$ cat src/gat_pkg.sv
/*
 * graph-attention coefficient subsystem, shared definitions
 * sizes, word layout and fixed-point scaling used by every block
 */

package gat_pkg;

  // ==================================================================
  // feature and weight geometry
  // ==================================================================
  // power of two only, the adder tree is a full binary tree
  localparam int NUM_FEATURE_OUT = 8;
  localparam int A_SIZE          = 2 * NUM_FEATURE_OUT;

  localparam int DATA_WIDTH      = 8;
  localparam int WH_DATA_WIDTH   = 12;

  // features packed from the top down, source flag in bit 0
  localparam int WH_WORD_WIDTH   = NUM_FEATURE_OUT * WH_DATA_WIDTH + 1;

  // ==================================================================
  // arithmetic
  // ==================================================================
  localparam int PROD_WIDTH      = 20;
  localparam int DOT_WIDTH       = 24;

  // multiply stage, then one adder stage per tree level
  localparam int NUM_STAGES      = 1 + $clog2(NUM_FEATURE_OUT);

  // scales the sum down to the coefficient range
  localparam int COEF_SHIFT      = 16;

  // ==================================================================
  // coefficient FIFO
  // ==================================================================
  localparam int COEF_FIFO_DEPTH = 16;
  localparam int COEF_PTR_WIDTH  = $clog2(COEF_FIFO_DEPTH);
  localparam int COEF_CNT_WIDTH  = $clog2(COEF_FIFO_DEPTH + 1);

endpackage

$ cat src/dot_bus_if.sv
/*
 * dot product bus, execute to result
 * source and neighbor dot products of one word plus its flag
 */

`timescale 1ns/1ps

interface dot_bus_if;

  logic                                 vld;
  logic                                 src_flag;
  logic signed [gat_pkg::DOT_WIDTH-1:0] src_dot;
  logic signed [gat_pkg::DOT_WIDTH-1:0] nbr_dot;

  modport src (output vld, output src_flag, output src_dot, output nbr_dot);
  modport snk (input vld, input src_flag, input src_dot, input nbr_dot);

endinterface

$ cat src/coef_result.sv
/*
 * coefficient result stage
 * keeps the current source dot product, adds the neighbor term,
 * scales, truncates and applies ReLU before the FIFO write
 */

`timescale 1ns/1ps

module coef_result (
  input  logic                            clk,
  input  logic                            rst_n,
  dot_bus_if.snk                          dot_i,
  output logic                            coef_wr_o,
  output logic [gat_pkg::DATA_WIDTH-1:0]  coef_o,
  input  logic                            fifo_full_i
);

  logic signed [gat_pkg::DOT_WIDTH-1:0] src_dot_q;
  logic signed [gat_pkg::DOT_WIDTH-1:0] src_term;
  logic signed [gat_pkg::DOT_WIDTH-1:0] coef_sum;
  logic signed [gat_pkg::DOT_WIDTH-1:0] coef_shifted;
  logic        [gat_pkg::DATA_WIDTH-1:0] coef_trunc;
  logic        [gat_pkg::DATA_WIDTH-1:0] coef_q;
  logic                                  vld_q;

  // ==================================================================
  // coefficient arithmetic
  // ==================================================================
  // a flagged word uses its own source term right away
  assign src_term     = dot_i.src_flag ? dot_i.src_dot : src_dot_q;
  assign coef_sum     = src_term + dot_i.nbr_dot;
  assign coef_shifted = coef_sum >>> gat_pkg::COEF_SHIFT;
  assign coef_trunc   = coef_shifted[gat_pkg::DATA_WIDTH-1:0];

  always_ff @(posedge clk or negedge rst_n) begin
    if (!rst_n) begin
      src_dot_q <= '0;
      vld_q     <= 1'b0;
    end else begin
      vld_q <= dot_i.vld;
      if (dot_i.vld && dot_i.src_flag) begin
        src_dot_q <= dot_i.src_dot;
      end
    end
  end

  // ReLU on the truncated value
  always_ff @(posedge clk) begin
    if (dot_i.vld) begin
      coef_q <= coef_trunc[gat_pkg::DATA_WIDTH-1] ? '0 : coef_trunc;
    end
  end

  // ==================================================================
  // FIFO write
  // ==================================================================
  assign coef_o    = coef_q;
  // lost when the FIFO is full, nothing stalls upstream
  assign coef_wr_o = vld_q && !fifo_full_i;

  // written coefficients are non-negative and meet a FIFO with room
  a_write_valid : assert property (@(posedge clk) disable iff (!rst_n)
    coef_wr_o |-> (!fifo_full_i && !coef_o[gat_pkg::DATA_WIDTH-1]));

endmodule

$ cat src/flat_wrapper.sv
// flat-port wrapper written by rule: the top's interface ports become plain ports
module coef_result_flat 
  (clk, rst_n, coef_wr_o, coef_o, fifo_full_i, dot_i_vld, dot_i_src_flag, dot_i_src_dot, dot_i_nbr_dot);
  dot_bus_if dot_i_i ();
  input  logic clk;
  input  logic rst_n;
  output logic coef_wr_o;
  output logic [gat_pkg::DATA_WIDTH-1:0] coef_o;
  input  logic fifo_full_i;
  input wire logic [$bits(dot_i_i.vld)-1:0] dot_i_vld;
  input wire logic [$bits(dot_i_i.src_flag)-1:0] dot_i_src_flag;
  input wire logic [$bits(dot_i_i.src_dot)-1:0] dot_i_src_dot;
  input wire logic [$bits(dot_i_i.nbr_dot)-1:0] dot_i_nbr_dot;
  assign dot_i_i.vld = dot_i_vld;
  assign dot_i_i.src_flag = dot_i_src_flag;
  assign dot_i_i.src_dot = dot_i_src_dot;
  assign dot_i_i.nbr_dot = dot_i_nbr_dot;
  coef_result u_core (.clk(clk), .rst_n(rst_n), .dot_i(dot_i_i), .coef_wr_o(coef_wr_o), .coef_o(coef_o), .fifo_full_i(fifo_full_i));
endmodule
$ cat config.mk
export PLATFORM = sky130hd
export DESIGN_NAME = coef_result_flat
export DESIGN_NICKNAME = d
export VERILOG_FILES = /design/src/gat_pkg.sv /design/src/dot_bus_if.sv /design/src/coef_result.sv /design/src/flat_wrapper.sv
export SDC_FILE = /design/constraint.sdc
export NUM_CORES = 1
export LEC_CHECK = 0
export BUFFER_PORTS_ARGS = -buffer_cell sky130_fd_sc_hd__buf_2
export CAP_MARGIN = 15
export CORE_ASPECT_RATIO = 0.5
export CORE_MARGIN = 2
export CORE_UTILIZATION = 45
export DETAILED_ROUTE_END_ITERATION = 10
export HOLD_SLACK_MARGIN = 0.15
export PLACE_DENSITY = 0.7
export SETUP_SLACK_MARGIN = 0.3
export SYNTH_ARGS = -nofsm -noshare
export SYNTH_HDL_FRONTEND = slang
export SYNTH_SLANG_ARGS = --single-unit
$ cat constraint.sdc
create_clock -name clk -period 7 [get_ports clk]
set_input_delay 0.7 -clock clk [delete_from_list [all_inputs] [get_ports clk]]
set_output_delay 0.7 -clock clk [all_outputs]
set_load 0.03 [all_outputs]
==> metrics.csv <==
stage,metric,value,unit
timing,maximum clock frequency,294,MHz
timing,final worst-path cycle share,48.6,%
grt,largest net degree at the start of global routing,26,
synthesis,Post-Syn Area,0.00225,mm²
timing,final worst path period need,3.40,ns
floorplanning,I/O Pins,62,
grt,gr ovfl total,0,
clock_network,clock sink total,32,
grt,GR Layer Usage met3,4.60,%
worst_setup_path,flop2flop setup slack,4.30,ns
detailed_routing,drt first pass iters,6,
synthesis,Post-Syn Nets,267,
power,Reg power frac,38.2,%
timing,Hold Fails Final Rpt,0,
synthesis,Post-synth top flop,dfrtp_1,
power,Switch Pwr,0.199,mW
timing,RSZ-0062 raised after global routing,no,
grt,initial antenna violation count,0,
clock_network,cts hold-fix bufs,0,
floorplanning,Initial Util,46.2,%
placed_design,Inst Count DP,315,
grt,met2 GRT Util,35.7,%
grt,Overall Global Routing Usage,18.3,%
cells_and_area,"non-filler cells, final",323,
cells_and_area,Final #Nets,327,
placed_design,Routability Congestion,0.831,
cells_and_area,layout cell share with drive strength beyond 1,46.6,%
clock_network,TritonCTS clock tree,built,
cells_and_area,Storage cell area,836,µm²
worst_setup_path,slowest CP cell,buf_2,
synthesis,Syn. warnings,0,
clock_network,CTS Buf Count,5,
power,Int Power,0.421,mW
cells_and_area,synth-to-layout area growth,20.1,%
cells_and_area,Util after Layout,55.4,%
synthesis,Post-Syn Instances,192,
clock_network,H-tree Lvls,2,
cells_and_area,Multi-input gate area,0.00136,mm²
floorplanning,die width,104,µm
clock_network,Clock Latency Late Sink,0.29,ns
worst_setup_path,Reg-to-Reg Start,u_core.src_dot_q[11],
synthesis,Avg Inst Size Synth,11.7,µm²
power,Final Total Pwr,0.620,mW
detailed_routing,total number of vias,1730,
clock_network,clk slew on worst S/H paths,0.07,ns
timing,Slew headroom,26.5,%
worst_setup_path,Worst R2R End,u_core.coef_o[4],
synthesis,Yosys reg bits,32,
timing,worst setup margin,3.60,ns
placed_design,hpwl dp,3690,µm
synthesis,async set-reset flop share out of synthesis,78.1,%
floorplanning,Die Y,54.0,µm
detailed_routing,WL/cell,15.0,µm
detailed_routing,antenna-violating nets left,0,
power,P per Cell Area,230,mW/mm²
clock_network,Max clock buf depth,2,
worst_setup_path,critical path cell sequence,"buf_2, mux2_2, ha_1, and4_1, and4_1, a22oi_2, a31oi_4, a21o_1, a211o_1, and3_1",
power,leakage,1.25,nW
worst_setup_path,startpoint class of the critical path,input pin,
grt,first-pass GRT wire length,7900,µm
detailed_routing,drt via density,5.36,
clock_network,Root Driver,clkbuf_8,
worst_setup_path,crit-path most repeated cell,and4_1,
synthesis,Post-synth EDFFs,7,
grt,routing usage on met1,20.2,%
timing,Final setup viols,0,
clock_network,post-cts resize count,0,
run,Max Cap Viol,0,
status,status,"complete, no violations",
floorplanning,row count,18,
worst_setup_path,crit path DAT,3.45,ns
grt,GRT Max-Usage Layer,met2,
synthesis,Yosys cell types,41,
power,Comb pwr share,36.0,%
clock_network,post-CTS setup buffer count,0,
synthesis,Yosys top cell area share,27.9,%
hold_path,Hold WC Path Type,input pin to async pin,
placed_design,setup slack at placement,3.30,ns
worst_setup_path,CP Class,input pin to flop,
timing,Final Slew Violations,0,
detailed_routing,DR iter-0 viols,49,
floorplanning,Die Footprint,0.00561,mm²
detailed_routing,# DRC,0,
synthesis,largest cells by area after synthesis,"dfrtp_1 28%, mux2_2 24%, ha_1 12%",
timing,TNS Setup,0,ns
synthesis,register area share after synthesis,37.2,%
worst_setup_path,Setup crit end kind,flop,
placed_design,# port buffers,60,
power,maximum vdd drop,0.0957,mV
worst_setup_path,crit-path max cell delay,0.49,ns
synthesis,post-synth top area cell,dfrtp_1,
detailed_routing,WL final,4840,µm
timing,Max Clock Skew,0.00697,ns
worst_setup_path,Worst R2R Path Depth,9,
cells_and_area,Inserted Diodes,0,
power,switching portion of total power,32.1,%
grt,vias in the first global route,1775,
timing,Worst Tran Pin Value,1.10,ns
power,clock power share,25.8,%
cells_and_area,Fillers,456,
floorplanning,core area,0.00486,mm²
worst_setup_path,WP data required,7.05,ns
worst_setup_path,largest fanout on the critical path,25,
cell type report:
cell class	instances	area share, %
Multi-Input combinational cell	150	50.5
Sequential cell	32	31.0
Timing Repair Buffer	60	11.1
Clock buffer	8	3.71
Tap cell	70	3.25
Inverter	3	0.418
placed cells by master, fill, tap and decap left out, types with 3 or more instances in the layout:
| cell | synthesis | routed |
|---|---|---|
| clkbuf_8 | 0 | 7 |
| a31oi_1 | 3 | 3 |
| ha_1 | 22 | 22 |
| nor2_1 | 5 | 5 |
| a21oi_1 | 9 | 9 |
| nand4_1 | 4 | 4 |
| nand2_1 | 5 | 5 |
| mux2_2 | 47 | 47 |
| buf_2 | 0 | 60 |
| a21o_1 | 8 | 8 |
| nand3_1 | 5 | 5 |
| dfrtp_1 | 25 | 25 |
| and3_1 | 4 | 4 |
| xnor2_1 | 7 | 7 |
| and2_1 | 4 | 4 |
| mux2i_1 | 3 | 3 |
| edfxtp_1 | 7 | 7 |
| inv_1 | 3 | 3 |
power by group through the flow:
stage / Clock [mW] / Sequential [mW] / Combinational [mW]
finish: 0.160 / 0.237 / 0.223
detailed placement: 0 / 0.241 / 0.223
CTS: 0.164 / 0.237 / 0.225
floorplan: 0 / 0.258 / 0.146
global route: 0.174 / 0.241 / 0.247
global placement: 0 / 0.239 / 0.214
worst max path at each step:
| stage | startpoint | to | slack, ns | depth (start not counted) |
|---|---|---|---|---|
| finish | dot_i_src_flag | u_core.coef_o[4] | 3.60 | 10 |
| global route | dot_i_src_flag | u_core.coef_o[1] | 3.42 | 10 |
| CTS | dot_i_src_flag | u_core.coef_o[4] | 3.60 | 10 |
| detailed placement | dot_i_src_flag | u_core.coef_o[4] | 3.30 | 10 |
| global placement | dot_i_src_flag | u_core.coef_o[4] | 3.40 | 10 |
| floorplan | dot_i_src_flag | u_core.coef_o[4] | 3.56 | 11 |
cell usage after synthesis (2+ instances only):
library cell and n:
a211oi_1 2, a21o_1 8, a21oi_1 9, a31oi_1 3, and2_1 4, and3_1 4
and4_1 2, clkbuf_1 4, dfrtp_1 25, edfxtp_1 7, ha_1 22, inv_1 3
mux2_2 47, mux2i_1 3, nand2_1 5, nand3_1 5, nand4_1 4, nor2_1 5
o21ai_0 2, xnor2_1 7
stage by stage:
step,hold WS [ns],area [µm²]
3_5_place_dp,0.490,2600
2_1_floorplan,0.404,2250
3_3_place_gp,0.483,2600
5_1_grt,0.460,2700
6_report,0.408,2700
4_1_cts,0.429,2700
routing by layer:
| layer | share of wire [%] | routed length (µm) |
|---|---|---|
| met2 | 52 | 2500 |
| met4 | 0.99 | 48 |
| met3 | 4.1 | 196 |
| met1 | 43 | 2090 |
| met5 | 0 | 0 |
worst max-delay path, delay by kind of cell:
family          cells  cell delay (ns)
compound gates      4             0.92
mux                 1             0.41
simple gates        3             0.58
buf+inv             1             0.49
fa+ha+maj           1             0.34
sequential cells by signal (all words and copies together) (netlist names):
register,cells
u_core.coef_o,7
u_core.src_dot_q,24
u_core.vld_q,1
logic make-up after synthesis:
kind of cell	count (synthesis)	synth area share (%)
adders and majority gates	22	12.3
AOI/OAI and AO/OA	36	12.3
and+or+nand+nor	34	8.25
muxes	50	24.9
buffers and inverters	10	2.17
DFF	32	37.2
xor gates and xnor gates	7	2.73
other	1	0.167
(Power assumes the default switching activity.)
