--- config.mk ---
export PLATFORM = sky130hd
export DESIGN_NAME = dot_tree_flat
export DESIGN_NICKNAME = d
export VERILOG_FILES = /design/src/gat_pkg.sv /design/src/wh_bus_if.sv /design/src/dot_bus_if.sv /design/src/dot_tree.sv /design/src/flat_wrapper.sv
export SDC_FILE = /design/constraint.sdc
export NUM_CORES = 2
export LEC_CHECK = 0
export ABC_AREA = 0
export BUFFER_PORTS_ARGS = -buffer_cell sky130_fd_sc_hd__buf_2
export CORE_AREA = 2 2 386 388
export DETAILED_ROUTE_END_ITERATION = 7
export DIE_AREA = 0 0 388 390
export PLACE_DENSITY = 0.8
export REMOVE_ABC_BUFFERS = 1
export SLEW_MARGIN = 5
export SYNTH_ARGS = -nofsm -noshare
export SYNTH_HDL_FRONTEND = slang
export SYNTH_SLANG_ARGS = --single-unit
--- constraint.sdc ---
create_clock -name clk -period 2.75 [get_ports clk]
set_input_delay 0.6875 -clock clk [delete_from_list [all_inputs] [get_ports clk]]
set_output_delay 0.6875 -clock clk [all_outputs]
set_load 0.1 [all_outputs]
--- src/gat_pkg.sv ---
/*
 * graph-attention coefficient subsystem, shared definitions
 * sizes, word layout and fixed-point scaling used by every block
 */

package gat_pkg;

  // ==================================================================
  // feature and weight geometry
  // ==================================================================
  // power of two only, the adder tree is a full binary tree
  localparam int NUM_FEATURE_OUT = 8;
  localparam int A_SIZE          = 2 * NUM_FEATURE_OUT;

  localparam int DATA_WIDTH      = 8;
  localparam int WH_DATA_WIDTH   = 12;

  // features packed from the top down, source flag in bit 0
  localparam int WH_WORD_WIDTH   = NUM_FEATURE_OUT * WH_DATA_WIDTH + 1;

  // ==================================================================
  // arithmetic
  // ==================================================================
  localparam int PROD_WIDTH      = 20;
  localparam int DOT_WIDTH       = 24;

  // multiply stage, then one adder stage per tree level
  localparam int NUM_STAGES      = 1 + $clog2(NUM_FEATURE_OUT);

  // scales the sum down to the coefficient range
  localparam int COEF_SHIFT      = 16;

  // ==================================================================
  // coefficient FIFO
  // ==================================================================
  localparam int COEF_FIFO_DEPTH = 16;
  localparam int COEF_PTR_WIDTH  = $clog2(COEF_FIFO_DEPTH);
  localparam int COEF_CNT_WIDTH  = $clog2(COEF_FIFO_DEPTH + 1);

endpackage

--- src/wh_bus_if.sv ---
/*
 * decoded WH word bus, decode to execute
 * carries the unpacked features, the source flag and both weight halves
 */

`timescale 1ns/1ps

interface wh_bus_if;

  // one cycle per word
  logic                                                        vld;
  logic                                                        src_flag;
  logic [gat_pkg::NUM_FEATURE_OUT-1:0][gat_pkg::WH_DATA_WIDTH-1:0] wh;

  // weight halves, steady between reloads
  logic [gat_pkg::NUM_FEATURE_OUT-1:0][gat_pkg::DATA_WIDTH-1:0] a_src;
  logic [gat_pkg::NUM_FEATURE_OUT-1:0][gat_pkg::DATA_WIDTH-1:0] a_nbr;

  modport src (output vld, output src_flag, output wh, output a_src, output a_nbr);
  modport snk (input vld, input src_flag, input wh, input a_src, input a_nbr);

endinterface

--- src/dot_bus_if.sv ---
/*
 * dot product bus, execute to result
 * source and neighbor dot products of one word plus its flag
 */

`timescale 1ns/1ps

interface dot_bus_if;

  logic                                 vld;
  logic                                 src_flag;
  logic signed [gat_pkg::DOT_WIDTH-1:0] src_dot;
  logic signed [gat_pkg::DOT_WIDTH-1:0] nbr_dot;

  modport src (output vld, output src_flag, output src_dot, output nbr_dot);
  modport snk (input vld, input src_flag, input src_dot, input nbr_dot);

endinterface

--- src/dot_tree.sv ---
/*
 * dot product pipeline
 * one multiply stage followed by a registered binary adder tree,
 * source and neighbor lanes side by side, one word per cycle
 */

`timescale 1ns/1ps

module dot_tree (
  input  logic  clk,
  input  logic  rst_n,
  wh_bus_if.snk wh_i,
  dot_bus_if.src dot_o
);

  // products, combinational ahead of the leaf registers
  logic signed [gat_pkg::PROD_WIDTH-1:0] src_prod [gat_pkg::NUM_FEATURE_OUT];
  logic signed [gat_pkg::PROD_WIDTH-1:0] nbr_prod [gat_pkg::NUM_FEATURE_OUT];

  // tree in heap order: node 0 is the root, the last
  // NUM_FEATURE_OUT nodes are the registered products
  logic signed [gat_pkg::DOT_WIDTH-1:0] src_node_q [2*gat_pkg::NUM_FEATURE_OUT-1];
  logic signed [gat_pkg::DOT_WIDTH-1:0] nbr_node_q [2*gat_pkg::NUM_FEATURE_OUT-1];

  // valid and flag ride along with the data
  logic [gat_pkg::NUM_STAGES-1:0] vld_sr;
  logic [gat_pkg::NUM_STAGES-1:0] flag_sr;

  // ==================================================================
  // multiply stage
  // ==================================================================
  for (genvar i = 0; i < gat_pkg::NUM_FEATURE_OUT; i++) begin : g_mult
    assign src_prod[i] = $signed(wh_i.a_src[i]) * $signed(wh_i.wh[i]);
    assign nbr_prod[i] = $signed(wh_i.a_nbr[i]) * $signed(wh_i.wh[i]);
  end

  // ==================================================================
  // leaves and adder levels
  // ==================================================================
  always_ff @(posedge clk) begin
    for (int i = 0; i < gat_pkg::NUM_FEATURE_OUT; i++) begin
      // sign extended into the wider node
      src_node_q[gat_pkg::NUM_FEATURE_OUT-1+i] <= src_prod[i];
      nbr_node_q[gat_pkg::NUM_FEATURE_OUT-1+i] <= nbr_prod[i];
    end
    // every level advances each cycle, so words stay in lockstep
    for (int j = 0; j < gat_pkg::NUM_FEATURE_OUT - 1; j++) begin
      src_node_q[j] <= src_node_q[2*j+1] + src_node_q[2*j+2];
      nbr_node_q[j] <= nbr_node_q[2*j+1] + nbr_node_q[2*j+2];
    end
  end

  always_ff @(posedge clk or negedge rst_n) begin
    if (!rst_n) begin
      vld_sr  <= '0;
      flag_sr <= '0;
    end else begin
      vld_sr  <= {vld_sr[gat_pkg::NUM_STAGES-2:0], wh_i.vld};
      flag_sr <= {flag_sr[gat_pkg::NUM_STAGES-2:0], wh_i.src_flag};
    end
  end

  assign dot_o.vld      = vld_sr[gat_pkg::NUM_STAGES-1];
  assign dot_o.src_flag = flag_sr[gat_pkg::NUM_STAGES-1];
  assign dot_o.src_dot  = src_node_q[0];
  assign dot_o.nbr_dot  = nbr_node_q[0];

  // fixed latency through the tree
  a_fixed_latency : assert property (@(posedge clk) disable iff (!rst_n)
    wh_i.vld |-> ##(gat_pkg::NUM_STAGES) dot_o.vld);

endmodule

--- src/flat_wrapper.sv ---
// flat-port wrapper written by rule: the top's interface ports become plain ports
module dot_tree_flat 
  (clk, rst_n, wh_i_vld, wh_i_src_flag, wh_i_wh, wh_i_a_src, wh_i_a_nbr, dot_o_vld, dot_o_src_flag, dot_o_src_dot, dot_o_nbr_dot);
  wh_bus_if wh_i_i ();
  dot_bus_if dot_o_i ();
  input  logic clk;
  input  logic rst_n;
  input wire logic [$bits(wh_i_i.vld)-1:0] wh_i_vld;
  input wire logic [$bits(wh_i_i.src_flag)-1:0] wh_i_src_flag;
  input wire logic [$bits(wh_i_i.wh)-1:0] wh_i_wh;
  input wire logic [$bits(wh_i_i.a_src)-1:0] wh_i_a_src;
  input wire logic [$bits(wh_i_i.a_nbr)-1:0] wh_i_a_nbr;
  output wire logic [$bits(dot_o_i.vld)-1:0] dot_o_vld;
  output wire logic [$bits(dot_o_i.src_flag)-1:0] dot_o_src_flag;
  output wire logic [$bits(dot_o_i.src_dot)-1:0] dot_o_src_dot;
  output wire logic [$bits(dot_o_i.nbr_dot)-1:0] dot_o_nbr_dot;
  assign wh_i_i.vld = wh_i_vld;
  assign wh_i_i.src_flag = wh_i_src_flag;
  assign wh_i_i.wh = wh_i_wh;
  assign wh_i_i.a_src = wh_i_a_src;
  assign wh_i_i.a_nbr = wh_i_a_nbr;
  assign dot_o_vld = dot_o_i.vld;
  assign dot_o_src_flag = dot_o_i.src_flag;
  assign dot_o_src_dot = dot_o_i.src_dot;
  assign dot_o_nbr_dot = dot_o_i.nbr_dot;
  dot_tree u_core (.clk(clk), .rst_n(rst_n), .wh_i(wh_i_i), .dot_o(dot_o_i));
endmodule
==> summary.txt <==
Yosys
  • Mean area per synthesized cell: 9.18 sq um
  • Syn. warnings: 0
  • Number of synthesized flops with an enable pin: 0
  • Cells after Synth: 9107
  • Ys flop type: dfxtp_1
  • Synth top cells by count: 1708 x inv_1, 1278 x fa_1, 950 x and2_1
  • Top cells by area, synth: fa_1 31%, dfxtp_1 16%, ha_1 13%
  • Yosys reg bits: 664
  • Dominant cell by count in the synthesized netlist: inv_1
  • Synth async-reset ratio: 1.20%
  • Synth unique cells: 89
  • Seq/Total Area, Yosys: approximately 16%
  • Post-synth top area cell: fa_1
  • Mapped Area: about 84000 sq um
  • Synth top area share: 30.6%

Placed design
  • Placed cells: 12198
  • RePlAce Congestion: around 0.98
  • Port bufs: approximately 280
  • Area of placed instances: 95300 sq um
  • Final HPWL DP: 185000 microns

Timing
  • Endpoints failing hold: 0
  • Final setup viols: 248
  • Count of pins over their slew limit: 0
  • Crit share post-route: 169%
  • Worst-Margin Slew: 0.795 ns
  • Hold Slack: 0.168 ns
  • Worst Slack Setup Final: -1.91 ns
  • Clock skew: 0.0291 ns
  • Max-Slew Margin vs Limit: 46.5%
  • RSZ-0062 raised after global routing: yes
  • Fin Setup TNS: -267.63 ns
  • Maximum operating frequency: roughly 0.21 GHz
  • Period minus WS final: 4.66 ns

Global routing
  • Vias in the first global route: 74586
  • First-pass GRT wire length: slightly below 400000 microns
  • Initial antenna violation count: 21
  • Global-route usage over all layers: around a third
  • Grt total ovfl: 0
  • Pin count of the biggest net entering global routing: 17

Detailed routing
  • WL final: ~280000 microns
  • DR iter-0 viols: 5848
  • DRC errors left: 0
  • Post-route antenna net violation count: 0
  • WL/cell: approximately 22 microns
  • Via count: 72843
  • DRT Pass-1 Iters: 5
  • Via/cell ratio: a little under 6

Worst setup path
  • Worst flop-to-flop path startpoint: u_core.nbr_node_q[0][48]$_DFF_P_
  • Worst EP required: 3.32 ns
  • Worst setup SP type: input pin
  • Crit Path Category: input pin to flip-flop
  • Crit path capture type: flip-flop
  • Max FO, Critical Path: 8
  • Worst Path Arrival: around 5.2 ns
  • Crit path launch: wh_i_wh[81]

CTS
  • TritonCTS clock tree: yes
  • Total CTS buffers: 74
  • H-tree depth: 3
  • Worst-Skew Late Latency: 0.65 ns
  • CTS clock-pin slew for the worst setup and hold paths: 0.06 ns
  • CTS Sinks: 664
  • Clock Path Buffers: 3
  • CTS root buf: clkbuf_16

Outcome
  • Status: finished, violations left
  • Failing checks: negative setup slack

Cells and area
  • Reg area: between 10000 and 15000 sq um
  • Net count, final: 12959
  • Area growth syn-to-layout: 30.9%
  • Layout cell share with drive strength beyond 1: 29.6%
  • Filler cell count: 8711
  • Final Cell Area: 109000 sq um
  • Final core utilization: 74.4%
  • Final Non-Filler Cells: 12561
  • Multi-input logic area: 69500 sq um

Hold path
  • Hold_sp: wh_i_vld
  • Hold Path Class: input pin to flip-flop

Floorplanning
  • Die Y: 390 microns
  • Core ar.: 147000 sq um
  • Chip width: 388 microns
  • I/O pins: 278
  • Num rows: 141
  • DIE AREA: about 150000 sq um
  • Starting Density: 56.8%

Run
  • # Max-Cap Violations: 0

Power and ir drop
  • Leakage power: ~53 nW
  • Pwr/cell area: 1430 nW/um^2
  • Peak supply drop: 1.19 mV
-- state kept, by name (all words and copies together) (netlist names) --
name,flops
u_core.flag_sr,4
u_core.nbr_node_q,328
u_core.vld_sr,4
u_core.src_node_q,328
-- worst paths after layout --
| kind | endpoint | slack, ns | cells after the start |
|---|---|---|---|
| max in group asynchronous | u_core.flag_sr[2]$_DFF_PN0_ | 2.18 | 2 |
| worst max register to register | u_core.nbr_node_q[0][18]$_DFF_P_ | -0.25 | 11 |
| worst min register to register | u_core.flag_sr[1]$_DFF_PN0_ | 0.35 | 0 |
| worst max-delay path | u_core.src_node_q[1][133]$_DFF_P_ | -1.91 | 19 |
| min in group asynchronous | u_core.flag_sr[0]$_DFF_PN0_ | 0.42 | 2 |
| worst min-delay path | u_core.vld_sr[0]$_DFF_PN0_ | 0.17 | 1 |
-- final cells by class --
cell class	instances	area share (%)
clock inverter	38	0.474
sequential	664	12.2
antenna	8	0.0183
tap	1930	2.21
inverter	1713	5.92
clock buffer	98	1.92
multi-input combinational	6437	63.5
timing repair buffer	1673	13.7
-- layout by cell type, fill, tap and decap left out, types with 172 or more instances in the layout --
| cell type | n |
|---|---|
| inv_1 | 1489 |
| fa_1 | 1184 |
| buf_4 | 1111 |
| and2_1 | 778 |
| ha_1 | 691 |
| dfxtp_1 | 656 |
| nand2_1 | 505 |
| xnor2_1 | 380 |
| buf_6 | 345 |
| nor2_1 | 322 |
| a21oi_1 | 247 |
| inv_2 | 211 |
| and2_4 | 172 |
| ha_4 | 172 |
-- metal layers --
metal / GRT usage, % / part of all wire (%)
met5: 0 / 0.021
met4: 12.1 / 7.0
met3: 5.08 / 8.8
met2: 54.2 / 47
met1: 40.7 / 37
-- cells by family after synthesis --
group,Yosys count,share of synthesized area (%)
adders and majority gates,2168,43.9
muxes,4,0.0479
xor gates and xnor gates,553,5.79
AOI/OAI and AO/OA,1303,10.1
and+or+nand+nor,2409,14.9
DFF,664,15.9
buffers and inverters,2006,9.22
-- critical path, cell delays in order --
cell and delay [ns]:
buf_8 0.12, and2_1 0.16, ha_1 0.31, inv_1 0.20
fa_1 0.87, inv_1 0.15, fa_1 0.58, inv_1 0.07
fa_1 0.52, inv_2 0.06, ha_4 0.27, or2_4 0.13
o31a_1 0.19, o41ai_4 0.11, buf_4 0.15, o21ba_4 0.22
o21ai_2 0.17, nor2_2 0.06, nor2_2 0.16
-- timing repair --
action	4_1_cts	5_1_grt
buffers inserted	133	142
hold endpoints to repair	8	0
gates resized for setup	1339	1068
endpoints found under the setup margin	245	265
pin swaps	662	697
hold buffers	1	0
cloned	5	3
-- report_power, final --
part / total, mW / switching [mW] / internal, mW
logic: 127 / 69.1 / 57.5
clock network: 10.7 / 4.35 / 6.38
registers: 19.2 / 3.35 / 15.8
-- through the flow --
stage / total power, mW / setup slack (ns)
6_report: 157 / -1.91
3_5_place_dp: 116 / -2.32
2_1_floorplan: 80.8 / -1.95
5_1_grt: 165 / -1.92
4_1_cts: 138 / -1.47
3_3_place_gp: 113 / -2.30
No activity file was read; power rests on OpenSTA's default activity.
