--- config.mk ---
export PLATFORM = sky130hd
export DESIGN_NAME = coef_fifo
export DESIGN_NICKNAME = d
export VERILOG_FILES = /design/src/gat_pkg.sv /design/src/coef_fifo.sv
export SDC_FILE = /design/constraint.sdc
export NUM_CORES = 1
export LEC_CHECK = 0
export BUFFER_PORTS_ARGS = -buffer_cell sky130_fd_sc_hd__buf_2
export CELL_PAD_IN_SITES_DETAIL_PLACEMENT = 1
export CELL_PAD_IN_SITES_GLOBAL_PLACEMENT = 1
export CORE_MARGIN = 3
export CORE_UTILIZATION = 50
export DETAILED_ROUTE_END_ITERATION = 10
export GPL_ROUTABILITY_DRIVEN = 0
export PLACE_DENSITY = 0.81
export SETUP_SLACK_MARGIN = 0.5
export SKIP_LAST_GASP = 1
export SLEW_MARGIN = 20
export SYNTH_ARGS = -nofsm -noshare
export SYNTH_HDL_FRONTEND = slang
export SYNTH_SLANG_ARGS = --single-unit
export TNS_END_PERCENT = 5
--- constraint.sdc ---
create_clock -name clk -period 7.9 [get_ports clk]
set_input_delay 2.37 -clock clk [delete_from_list [all_inputs] [get_ports clk]]
set_output_delay 2.37 -clock clk [all_outputs]
set_load 0.1 [all_outputs]
--- src/gat_pkg.sv ---
/*
 * graph-attention coefficient subsystem, shared definitions
 * sizes, word layout and fixed-point scaling used by every block
 */

package gat_pkg;

  // ==================================================================
  // feature and weight geometry
  // ==================================================================
  // power of two only, the adder tree is a full binary tree
  localparam int NUM_FEATURE_OUT = 8;
  localparam int A_SIZE          = 2 * NUM_FEATURE_OUT;

  localparam int DATA_WIDTH      = 8;
  localparam int WH_DATA_WIDTH   = 12;

  // features packed from the top down, source flag in bit 0
  localparam int WH_WORD_WIDTH   = NUM_FEATURE_OUT * WH_DATA_WIDTH + 1;

  // ==================================================================
  // arithmetic
  // ==================================================================
  localparam int PROD_WIDTH      = 20;
  localparam int DOT_WIDTH       = 24;

  // multiply stage, then one adder stage per tree level
  localparam int NUM_STAGES      = 1 + $clog2(NUM_FEATURE_OUT);

  // scales the sum down to the coefficient range
  localparam int COEF_SHIFT      = 16;

  // ==================================================================
  // coefficient FIFO
  // ==================================================================
  localparam int COEF_FIFO_DEPTH = 16;
  localparam int COEF_PTR_WIDTH  = $clog2(COEF_FIFO_DEPTH);
  localparam int COEF_CNT_WIDTH  = $clog2(COEF_FIFO_DEPTH + 1);

endpackage

--- src/coef_fifo.sv ---
/*
 * coefficient FIFO
 * show-ahead circular buffer, writes are dropped while full and
 * reads are ignored while empty
 */

`timescale 1ns/1ps

module coef_fifo (
  input  logic                           clk,
  input  logic                           rst_n,
  input  logic                           wr_i,
  input  logic [gat_pkg::DATA_WIDTH-1:0] din_i,
  input  logic                           rd_i,
  output logic [gat_pkg::DATA_WIDTH-1:0] dout_o,
  output logic                           empty_o,
  output logic                           full_o
);

  logic [gat_pkg::DATA_WIDTH-1:0]     mem [gat_pkg::COEF_FIFO_DEPTH];
  logic [gat_pkg::COEF_PTR_WIDTH-1:0] wr_ptr;
  logic [gat_pkg::COEF_PTR_WIDTH-1:0] rd_ptr;
  logic [gat_pkg::COEF_CNT_WIDTH-1:0] count;
  logic                               push;
  logic                               pop;

  assign push = wr_i && !full_o;
  assign pop  = rd_i && !empty_o;

  always_ff @(posedge clk) begin
    if (push) begin
      mem[wr_ptr] <= din_i;
    end
  end

  // pointers wrap on their own, depth is a power of two
  always_ff @(posedge clk or negedge rst_n) begin
    if (!rst_n) begin
      wr_ptr <= '0;
      rd_ptr <= '0;
      count  <= '0;
    end else begin
      if (push) begin
        wr_ptr <= wr_ptr + 1'b1;
      end
      if (pop) begin
        rd_ptr <= rd_ptr + 1'b1;
      end
      case ({push, pop})
        2'b10:   count <= count + 1'b1;
        2'b01:   count <= count - 1'b1;
        default: count <= count;
      endcase
    end
  end

  // oldest entry always on the output
  assign dout_o  = mem[rd_ptr];
  assign empty_o = (count == '0);
  assign full_o  = (count == gat_pkg::COEF_FIFO_DEPTH);

  a_no_pop_empty : assert property (@(posedge clk) disable iff (!rst_n)
    (rd_i && empty_o) |=> (rd_ptr == $past(rd_ptr)));

  // the result stage holds its write off while full
  a_no_push_full : assert property (@(posedge clk) disable iff (!rst_n)
    wr_i |-> !full_o);

endmodule

==> summary.txt, run 1 <==
Outcome
  • Outcome: finished clean

Logic synthesis
  • Post-synth cell types: 33
  • Number of synthesized flops with an enable pin: 128
  • Cell area after synthesis: 5780 µm²
  • Mean Syn Cell Area: 17.4 µm²
  • Async set-or-reset flop fraction in the synthesized netlist: 9.22%
  • Seq/Total Area, Yosys: 72.1%
  • Mapped Nets: 354
  • Yosys reg bits: 141
  • Ys flop type: edfxtp_1
  • Yosys Warn Count: 0
  • Post-synthesis instance total: 332

Timing
  • Setup violators final: 0
  • Max-slew headroom: 32.1%
  • Worst-margin pin slew: 1010 ps
  • Tmin final: 5640 ps
  • Final count of pins violating max slew: 0
  • RSZ-0062 raised after global routing: no
  • Tcrit/Tclk final: 71.4%
  • Fin. Hold Viols: 0
  • Fin Setup TNS: 0 ps
  • Max Freq: 177 MHz
  • Clock Skews: 9.33 ps
  • Hold Slack: 501 ps

Power and ir drop
  • Overall Power: 2.82 mW
  • Power Density: 433 nW/µm²
  • Flop pwr share: 37.5%
  • Switching share of power: 41.5%
  • Clock Power Share: 26.3%
  • Comb power frac: 36.2%
  • Switching power: 1.17 mW
  • VDD IR max: 0.000331 V
  • Int Pwr: 1.65 mW
  • Leak: 2.28 nW

Critical path
  • R2R depth: 12
  • Data required, critical path: 5530 ps
  • Top delay family on crit path: buffers and inverters
  • Crit-path cells: buf_4 > mux2i_1 > a221oi_1 > o21ai_0 > nand2_1 > buf_2
  • CP startpoint: rd_ptr[0]$_DFFE_PN0P_
  • Worst setup EP type: output port
  • CP arrival: 3270 ps
  • CP startpoint kind: register
  • CP max stage delay: 920 ps
  • Setup Crit Path Kind: reg -> out
  • CP max FO: 28
  • Worst Path Buf+Inv: 2
  • CP Depth: 6
  • Reg2reg start: count[1]$_DFFE_PN0P_
  • Slowest cell on crit path: dfrtp_2

Floorplanning
  • Core Box Area: 11100 µm²
  • IO Count: 22
  • Row Count: 38
  • Die height: 114 µm
  • Initial Utilization: 52.2%
  • Die X: 114 µm
  • Die area: 12900 µm²

Placement
  • Port Buffer Count: 21
  • Post-DP HPWL: 8290 µm
  • Placed inst area: 5960 µm²

Finish
  • Most frequent cells in the layout: edfxtp_1, mux2i_1, buf_2, o21ai_0, nand2_1
  • Layout cell share with drive strength beyond 1: 23.4%
  • Commonest non-fill, non-tap cell in the layout: edfxtp_1
  • Layout area overhead: 12.7%
  • Layout Nets: 377
  • Final instance area: 6510 µm²
  • Filler cells: 998
  • Ant diodes: 0

Clock network
  • Clock Latency Late Sink: 420 ps
  • CTS resizes: 0
  • H-Tree Depth: 4
  • Post-CTS Setup Inserts: 0
  • CTS Sinks: 141
  • Clk root buf: clkbuf_16
  • Clock Pin Slew Worst Setup and Hold Paths: 60 ps
  • CTS tree: done
  • CTS buffer count: 17
  • Max Root-Sink Buffers: 2
  • Hold_buf cts: 0

Detailed routing
  • DRC errors left: 0
  • Vias: 3056
  • Antenna Violating Nets Remaining: 0
  • Via density per instance: 6.02
  • Initial DRC Count: 222
  • Drt total wl: 13200 µm
  • DR pass1 iterations: 5
  • Drt wl/cell: 26.0 µm

Global route
  • Tot GR Track Use: 22.1%
  • First-pass GRT wire length: 20500 µm
  • Congestion Overflow GR: 0
  • Maximum number of pins on one net before global-route repair: 29
  • Initial antenna violation count: 0
  • Vias in the first global route: 3315

Min path
  • Hold Path Depth: 1
  • Worst hold-check path type: reg -> reg
  • Hold Startpoint: count[4]$_DFFE_PN0P_

Flow run
  • Max-cap viol count: 0
-- metal layers --
layer  global-route usage (%)  up-vias  share of wire, %
li1                         -     1334                 -
met1                     30.4     1592                42
met4                     7.77        0               2.0
met2                     35.6      105                50
met3                     4.14       25               5.3
met5                        0        -                 0
-- path summary, 6_finish.rpt --
kind,slack [ps],endpoint
setup / recovery,2260,dout_o[3]
hold / removal,500,count[4]$_DFFE_PN0P_
setup reg to reg,4820,count[4]$_DFFE_PN0P_
hold reg to reg,500,count[4]$_DFFE_PN0P_
max in group asynchronous,5780,rd_ptr[0]$_DFFE_PN0P_
min in group asynchronous,1850,rd_ptr[2]$_DFFE_PN0P_
-- cell type report --
cell class	count	area (µm²)	share of cell area, %
Clock inverter	15	124	1.90
Timing Repair Buffer	22	113	1.73
Inverter	8	30.0	0.461
Multi-Input combinational cell	165	1470	22.6
Sequential cell	141	4170	64.0
Clock buffer	17	425	6.53
Tap cell	140	175	2.69
-- cells in the mapped netlist, types with 2 or more instances --
master	number	area, µm²
edfxtp_1	128	3840
mux2i_1	25	250
o21ai_0	20	100
nand2_1	18	67.6
mux4_2	16	360
dfrtp_1	13	325
nor2_1	12	45.0
a21oi_1	10	50.1
ha_1	9	113
a221oi_1	8	70.1
a22oi_1	8	60.1
inv_1	8	30.0
mux2_2	8	90.1
xnor2_1	7	61.3
buf_2	6	30.0
buf_6	5	56.3
clkbuf_1	5	18.8
nor3_1	4	20.0
nor2b_1	3	18.8
xor2_1	3	26.3
and2_1	2	12.5
nand2b_1	2	12.5
nand3_1	2	10.0
-- sequential cells by signal (all words and copies together) (netlist names) --
signal	flops
count	5
rd_ptr	4
wr_ptr	4
mem	128
-- cell families (layout without fill, tap and decap cells) --
family | after synthesis | in the layout | synth area share [%]
and+or+nand+nor | 48 | 48 | 3.94
buffers and inverters | 26 | 62 | 2.75
AOI/OAI and AO/OA | 47 | 47 | 4.98
xor gates and xnor gates | 10 | 10 | 1.52
adders and majority gates | 10 | 10 | 2.29
DFF | 141 | 141 | 72.1
muxes | 50 | 50 | 12.4
-- power by group through the flow --
stage	Clock, mW	Combinational, mW	Sequential [mW]
finish	0.741	1.02	1.06
global route	0.786	1.08	1.08
CTS	0.749	1.02	1.06
detailed placement	0	1.01	1.07
global placement	0	0.963	1.06
floorplan	0	0.898	0.964
-- stage by stage --
| step | setup WS [ps] | std cells | utilization, % |
|---|---|---|---|
| after global routing | 2010 | 508 | 58.8 |
| after floorplan | 3620 | 332 | - |
| after CTS | 2240 | 508 | 58.8 |
| final | 2260 | 508 | 58.8 |
| after detailed placement | 2720 | 476 | 53.8 |
| after global placement | 2730 | 476 | 53.6 |
(Power assumes the default switching activity.)
==> run 2, diff against run 1 <==
==> constraint.sdc (replaced) <==
create_clock -name clk -period 5.2 [get_ports clk]
set_input_delay 1.56 -clock clk [delete_from_list [all_inputs] [get_ports clk]]
set_output_delay 1.56 -clock clk [all_outputs]
set_load 0.1 [all_outputs]
==> run 2 against run 1 <==
Net effect:
- register-to-register slack worse by 2600 ps
- clock power up 67%
- cell area up 1.2%
- wire length up 5.6%
- sequential share of layout area down 0.77 points
- global-route usage up 1.2 points
==> summary.txt, run 2 (same netlist as run 1, synthesis figures left out) <==
Outcome
  • Outcome: finished clean

Timing
  • Worst-margin pin slew: 961 ps
  • Tcrit/Tclk final: 87.1%
  • Max-slew headroom: 35.7%
  • Tmin final: 4530 ps
  • Fin. Hold Viols: 0
  • Max Freq: 221 MHz
  • Fin Setup TNS: 0 ps
  • RSZ-0062 raised after global routing: no
  • Clock Skews: 8.40 ps
  • Final count of pins violating max slew: 0
  • Setup violators final: 0

Clock network
  • CTS buffer count: 17
  • H-Tree Depth: 4
  • Max Root-Sink Buffers: 2
  • Clk root buf: clkbuf_16
  • Post-CTS Setup Inserts: 0
  • CTS Sinks: 141
  • Hold_buf cts: 0
  • CTS tree: done
  • Clock Latency Late Sink: 420 ps
  • Clock Pin Slew Worst Setup and Hold Paths: 60 ps

Finish
  • Layout cell share with drive strength beyond 1: 23.3%
  • Multi-input gate area: 1450 µm²
  • Filler cells: 993
  • Register area: 4170 µm²
  • Layout Nets: 383
  • Commonest non-fill, non-tap cell in the layout: edfxtp_1
  • Final instance area: 6590 µm²
  • Ant diodes: 0
  • Largest registers: mem: 128 flops, count: 5 flops
  • Most frequent cells in the layout: edfxtp_1, mux2i_1, buf_2, o21ai_0, nand2_1
  • Reg with most FFs: mem
  • Layout area overhead: 14.1%
  • Util after Layout: 59.5%
  • Max reg flops: 128

Critical path
  • Worst setup EP type: output port
  • CP startpoint kind: register
  • Setup Crit Path Kind: reg -> out
  • Data required, critical path: 3640 ps
  • CP max FO: 23
  • CP max stage delay: 820 ps
  • Slowest cell on crit path: dfrtp_2
  • CP arrival: 2970 ps
  • Top delay family on crit path: flip-flops
  • Crit-path cells: buf_12 > mux2i_1 > a221oi_1 > o21ai_0 > nand2_1 > buf_2
  • Worst Path Buf+Inv: 2

Global route
  • Congestion Overflow GR: 0
  • GR Util met3: 6.53%
  • Initial antenna violation count: 0
  • Maximum number of pins on one net before global-route repair: 24
  • Met2 Use GR: 39.4%
  • First-pass GRT wire length: 21300 µm
  • Tot GR Track Use: 23.3%
  • GRT busiest layer: met2
  • Vias in the first global route: 3439
  • Met1 Use GR: 29.3%

Detailed routing
  • Vias: 3088
  • DR pass1 iterations: 5
  • Initial DRC Count: 259
  • Via density per instance: 6.01
  • Drt wl/cell: 27.1 µm
  • DRC errors left: 0
  • Drt total wl: 13900 µm
  • Antenna Violating Nets Remaining: 0

Power and ir drop
  • VDD IR max: 0.000476 V
  • Power Density: 669 nW/µm²
  • Leak: 2.32 nW

Floorplanning
  • Core Box Area: 11100 µm²
  • IO Count: 22
  • Die height: 114 µm
  • Initial Utilization: 52.2%
  • Row Count: 38
  • Die area: 12900 µm²
  • Die X: 114 µm

Flow run
  • Max-cap viol count: 0

Placement
  • Port Buffer Count: 21
  • Post-DP HPWL: 8300 µm
  • Placed inst area: 6000 µm²

Min path
  • Worst hold-check path type: reg -> reg
run 2: cell count changes in the layout (fill, tap and decap cells not counted), sizes merged:
| cell | delta |
|---|---|
| clkinv | -2 |
| bufinv | +2 |
| buf | +6 |
run 2: worst register-to-register path, delay by kind of cell, from the launching register on:
| family | cells | cell delay (ps) |
|---|---|---|
| simple gates | 6 | 1330 |
| fa+ha+maj | 2 | 780 |
| flops | 1 | 420 |
| xor+xnor | 1 | 140 |
| buf+inv | 1 | 120 |
| compound gates | 1 | 110 |
run 2: area by class of cell:
type | instances | share of cell area, %
sequential | 141 | 63.3
multi-input combinational | 165 | 22.0
clock buffer | 17 | 6.45
tap | 140 | 2.66
timing repair buffer | 28 | 2.58
clock inverter | 15 | 2.56
inverter | 8 | 0.455
run 2: path summary, 6_finish.rpt:
path                                       start                     to  slack, ps  cells after the start
hold reg to reg             count[4]$_DFFE_PN0P_   count[4]$_DFFE_PN0P_        500                      1
min in group asynchronous                  rst_n   count[4]$_DFFE_PN0P_       1040                      1
setup reg to reg            count[0]$_DFFE_PN0P_   count[4]$_DFFE_PN0P_       2200                     11
setup / recovery           rd_ptr[0]$_DFFE_PN0P_              dout_o[6]        670                      6
hold / removal              count[4]$_DFFE_PN0P_   count[4]$_DFFE_PN0P_        500                      1
max in group asynchronous                  rst_n  rd_ptr[1]$_DFFE_PN0P_       3880                      1
run 2: metal layers:
layer	up-vias	wire, µm
li1	1347	-
met1	1610	5720
met2	106	7200
met3	25	754
met4	0	256
met5	-	0
run 2: repair_timing:
| item | 4_1_cts | 5_1_grt |
|---|---|---|
| setup endpoints to repair | 0 | 1 |
| endpoints found under the hold margin | 0 | 0 |
| gates resized for setup | 0 | 1 |
run 2: through the flow:
| step | setup slack [ps] | hold slack [ps] | power, mW | std cells |
|---|---|---|---|---|
| final | 672 | 495 | 4.41 | 514 |
| after CTS | 569 | 501 | 4.43 | 514 |
| after global placement | 1280 | 480 | 3.09 | 482 |
| after floorplan | 1730 | 459 | 2.83 | 332 |
| after detailed placement | 1210 | 487 | 3.15 | 482 |
| after global routing | 521 | 546 | 4.58 | 514 |
run 2: report_power, final:
group	internal (mW)	switching [mW]	total [mW]
clock	0.751	0.485	1.24
sequential	1.40	0.191	1.59
combinational	0.477	1.11	1.59
==> run 3, diff against run 2 <==
--- a/config.mk
+++ b/config.mk
@@ -5,14 +5,15 @@
 export SDC_FILE = /design/constraint.sdc
 export NUM_CORES = 1
 export LEC_CHECK = 0
+export ABC_AREA = 1
 export BUFFER_PORTS_ARGS = -buffer_cell sky130_fd_sc_hd__buf_2
 export CELL_PAD_IN_SITES_DETAIL_PLACEMENT = 1
 export CELL_PAD_IN_SITES_GLOBAL_PLACEMENT = 1
 export CORE_MARGIN = 3
-export CORE_UTILIZATION = 50
+export CORE_UTILIZATION = 49
 export DETAILED_ROUTE_END_ITERATION = 10
 export GPL_ROUTABILITY_DRIVEN = 0
-export PLACE_DENSITY = 0.81
+export PLACE_DENSITY = 0.85
 export SETUP_SLACK_MARGIN = 0.5
 export SKIP_LAST_GASP = 1
 export SLEW_MARGIN = 20
==> run 3 against run 2 <==
Net effect:
- synthesized cell count grew 87%
- power increased by 3.0%
- register-to-register slack better by 640 ps
- maximum frequency grew 2.2%
- cell area up 6.7%
==> summary.txt, run 3 <==
Outcome
  • Outcome: finished clean

Critical path
  • Crit-path cells: buf_4 > nand2_1 > nand2_1 > nor2_1 > nor2_1 > nand2_1 > nand2_1 > buf_2
  • Top delay family on crit path: buffers and inverters
  • CP startpoint kind: register
  • Data required, critical path: 3640 ps
  • Worst Path Buf+Inv: 2
  • Setup Crit Path Kind: reg -> out
  • CP max stage delay: 860 ps
  • Worst setup EP type: output port
  • CP arrival: 2870 ps
  • CP max FO: 46
  • Worst path most repeated cell: nand2_1
  • Slowest cell on crit path: dfrtp_2

Power and ir drop
  • Flop pwr share: 33.4%
  • Clock Power Share: 26.3%
  • Overall Power: 4.54 mW
  • Switching share of power: 44.6%
  • Int Pwr: 2.52 mW
  • Power Density: 646 nW/µm²
  • Switching power: 2.03 mW
  • VDD IR max: 0.000300 V
  • Comb power frac: 40.4%
  • Leak: 3.02 nW

Min path
  • Worst hold-check path type: reg -> reg

Finish
  • Most frequent cells in the layout: nand2_1, edfxtp_1, inv_1, nor2_1, nand3_1
  • Max reg flops: 128
  • Reg with most FFs: mem
  • Layout area overhead: 12.9%
  • Commonest non-fill, non-tap cell in the layout: nand2_1
  • Ant diodes: 0
  • Layout cell share with drive strength beyond 1: 8.70%
  • Largest registers: mem: 128 flops, count: 5 flops
  • Layout Nets: 664

Clock network
  • CTS buffer count: 17
  • Clk root buf: clkbuf_16
  • Max Root-Sink Buffers: 2
  • Hold_buf cts: 0
  • H-Tree Depth: 4
  • Clock Latency Late Sink: 420 ps
  • CTS Sinks: 141
  • CTS tree: done
  • Clock Pin Slew Worst Setup and Hold Paths: 60 ps

Detailed routing
  • Drt total wl: 16100 µm
  • Antenna Violating Nets Remaining: 0
  • Drt wl/cell: 19.6 µm
  • DRC errors left: 0
  • Initial DRC Count: 336
  • Vias: 4350
  • Via density per instance: 5.29
  • DR pass1 iterations: 4

Logic synthesis
  • Post-synth top area share: 61.7%
  • Yosys Warn Count: 0
  • Main area contributors after synthesis: edfxtp_1, nand2_1, dfrtp_1, nand3_1, inv_1
  • Mean Syn Cell Area: 10.0 µm²
  • Number of synthesized flops with an enable pin: 128
  • Async set-or-reset flop fraction in the synthesized netlist: 9.22%
  • Synth top cells by count: nand2_1, edfxtp_1, inv_1
  • Yosys reg bits: 141
  • Post-synthesis instance total: 621
  • Seq/Total Area, Yosys: 66.9%
  • Cell accounting for the most synthesized area: edfxtp_1
  • Count leader, synth: nand2_1
  • Cell area after synthesis: 6230 µm²
  • Mapped Nets: 643
  • Post-synth cell types: 21
  • Ys flop type: edfxtp_1

Flow run
  • Max-cap viol count: 0

Timing
  • Setup violators final: 0
  • Fin. Hold Viols: 0
  • Worst-margin pin slew: 1020 ps
  • Tmin final: 4430 ps
  • Max-slew headroom: 31.7%
  • Final count of pins violating max slew: 0
  • Max Freq: 226 MHz
  • RSZ-0062 raised after global routing: no
  • Clock Skews: 8.81 ps
  • Fin Setup TNS: 0 ps
  • Tcrit/Tclk final: 85.2%

Global route
  • Initial antenna violation count: 0
  • Congestion Overflow GR: 0
  • Maximum number of pins on one net before global-route repair: 51
  • Vias in the first global route: 4802
  • Tot GR Track Use: 24.6%
  • First-pass GRT wire length: 25800 µm

Floorplanning
  • Die area: 14100 µm²
  • Row Count: 40
  • Die X: 119 µm
  • IO Count: 22
  • Core Box Area: 12200 µm²
  • Die height: 119 µm
  • Initial Utilization: 51.0%

Placement
  • Port Buffer Count: 21
  • Post-DP HPWL: 10700 µm
[run 3: changes by cell type after synthesis, sizes merged, moves of 5 or more]
cell,change
a22oi,-8
nand3,+51
a21oi,-10
mux4,-16
mux2,-9
mux2i,-25
inv,+63
o21ai,-15
nor2,+56
buf,+5
a221oi,-8
nand2,+221
[run 3: worst paths after layout]
| path | start | endpoint | slack, ps | cells past startpoint |
|---|---|---|---|---|
| hold / removal | count[0]$_DFFE_PN0P_ | count[0]$_DFFE_PN0P_ | 510 | 1 |
| setup reg to reg | count[1]$_DFFE_PN0P_ | count[4]$_DFFE_PN0P_ | 2840 | 11 |
| min in group asynchronous | rst_n | count[0]$_DFFE_PN0P_ | 1020 | 1 |
| setup / recovery | rd_ptr[0]$_DFFE_PN0P_ | dout_o[3] | 770 | 8 |
| hold reg to reg | count[0]$_DFFE_PN0P_ | count[0]$_DFFE_PN0P_ | 510 | 1 |
| max in group asynchronous | rst_n | rd_ptr[0]$_DFFE_PN0P_ | 3920 | 1 |
[run 3: cell families after synthesis]
kind of cell | Yosys count | share of synthesized area [%]
AOI/OAI and AO/OA | 5 | 0.402
xor gates and xnor gates | 8 | 1.12
adders and majority gates | 10 | 2.13
buffers and inverters | 92 | 6.06
DFF | 141 | 66.9
and+or+nand+nor | 365 | 23.4
[run 3: routing by layer]
layer	wire [µm]	global-route usage, %
met5	0	0
met3	1000	6.27
met2	8480	42.5
met1	6220	28.7
met4	411	11.6
[run 3: metrics by stage]
| step | util (%) | instance area (µm²) | hold WS (ps) | setup WS, ps | std cells |
|---|---|---|---|---|---|
| global placement | 52.8 | 6450 | 499 | 1260 | 791 |
| floorplan | - | 6230 | 467 | 1900 | 621 |
| CTS | 57.6 | 7030 | 513 | 650 | 823 |
| detailed placement | 52.8 | 6450 | 501 | 1150 | 791 |
| finish | 57.6 | 7030 | 510 | 770 | 823 |
| global route | 57.6 | 7030 | 534 | 579 | 823 |
[run 3: area by class of cell]
class | instances | area, µm²
fill | 1384 | 5180
sequential | 141 | 4170
multi-input combinational | 388 | 1680
clock buffer | 17 | 425
inverter | 71 | 269
tap | 168 | 210
clock inverter | 15 | 153
timing repair buffer | 23 | 120
[run 3: timing repair]
| action | CTS | global route |
|---|---|---|
| buffers inserted | 0 | 0 |
| hold endpoints to repair | 0 | 0 |
| endpoints found under the setup margin | 0 | 2 |
| gates resized for setup | 0 | 2 |
[run 3: power groups by stage]
stage / registers [mW] / clock network (mW) / logic [mW]
after floorplan: 1.46 / 0 / 1.46
after CTS: 1.52 / 1.21 / 1.85
final: 1.52 / 1.19 / 1.83
after detailed placement: 1.54 / 0 / 1.83
after global placement: 1.52 / 0 / 1.74
after global routing: 1.54 / 1.25 / 2.01
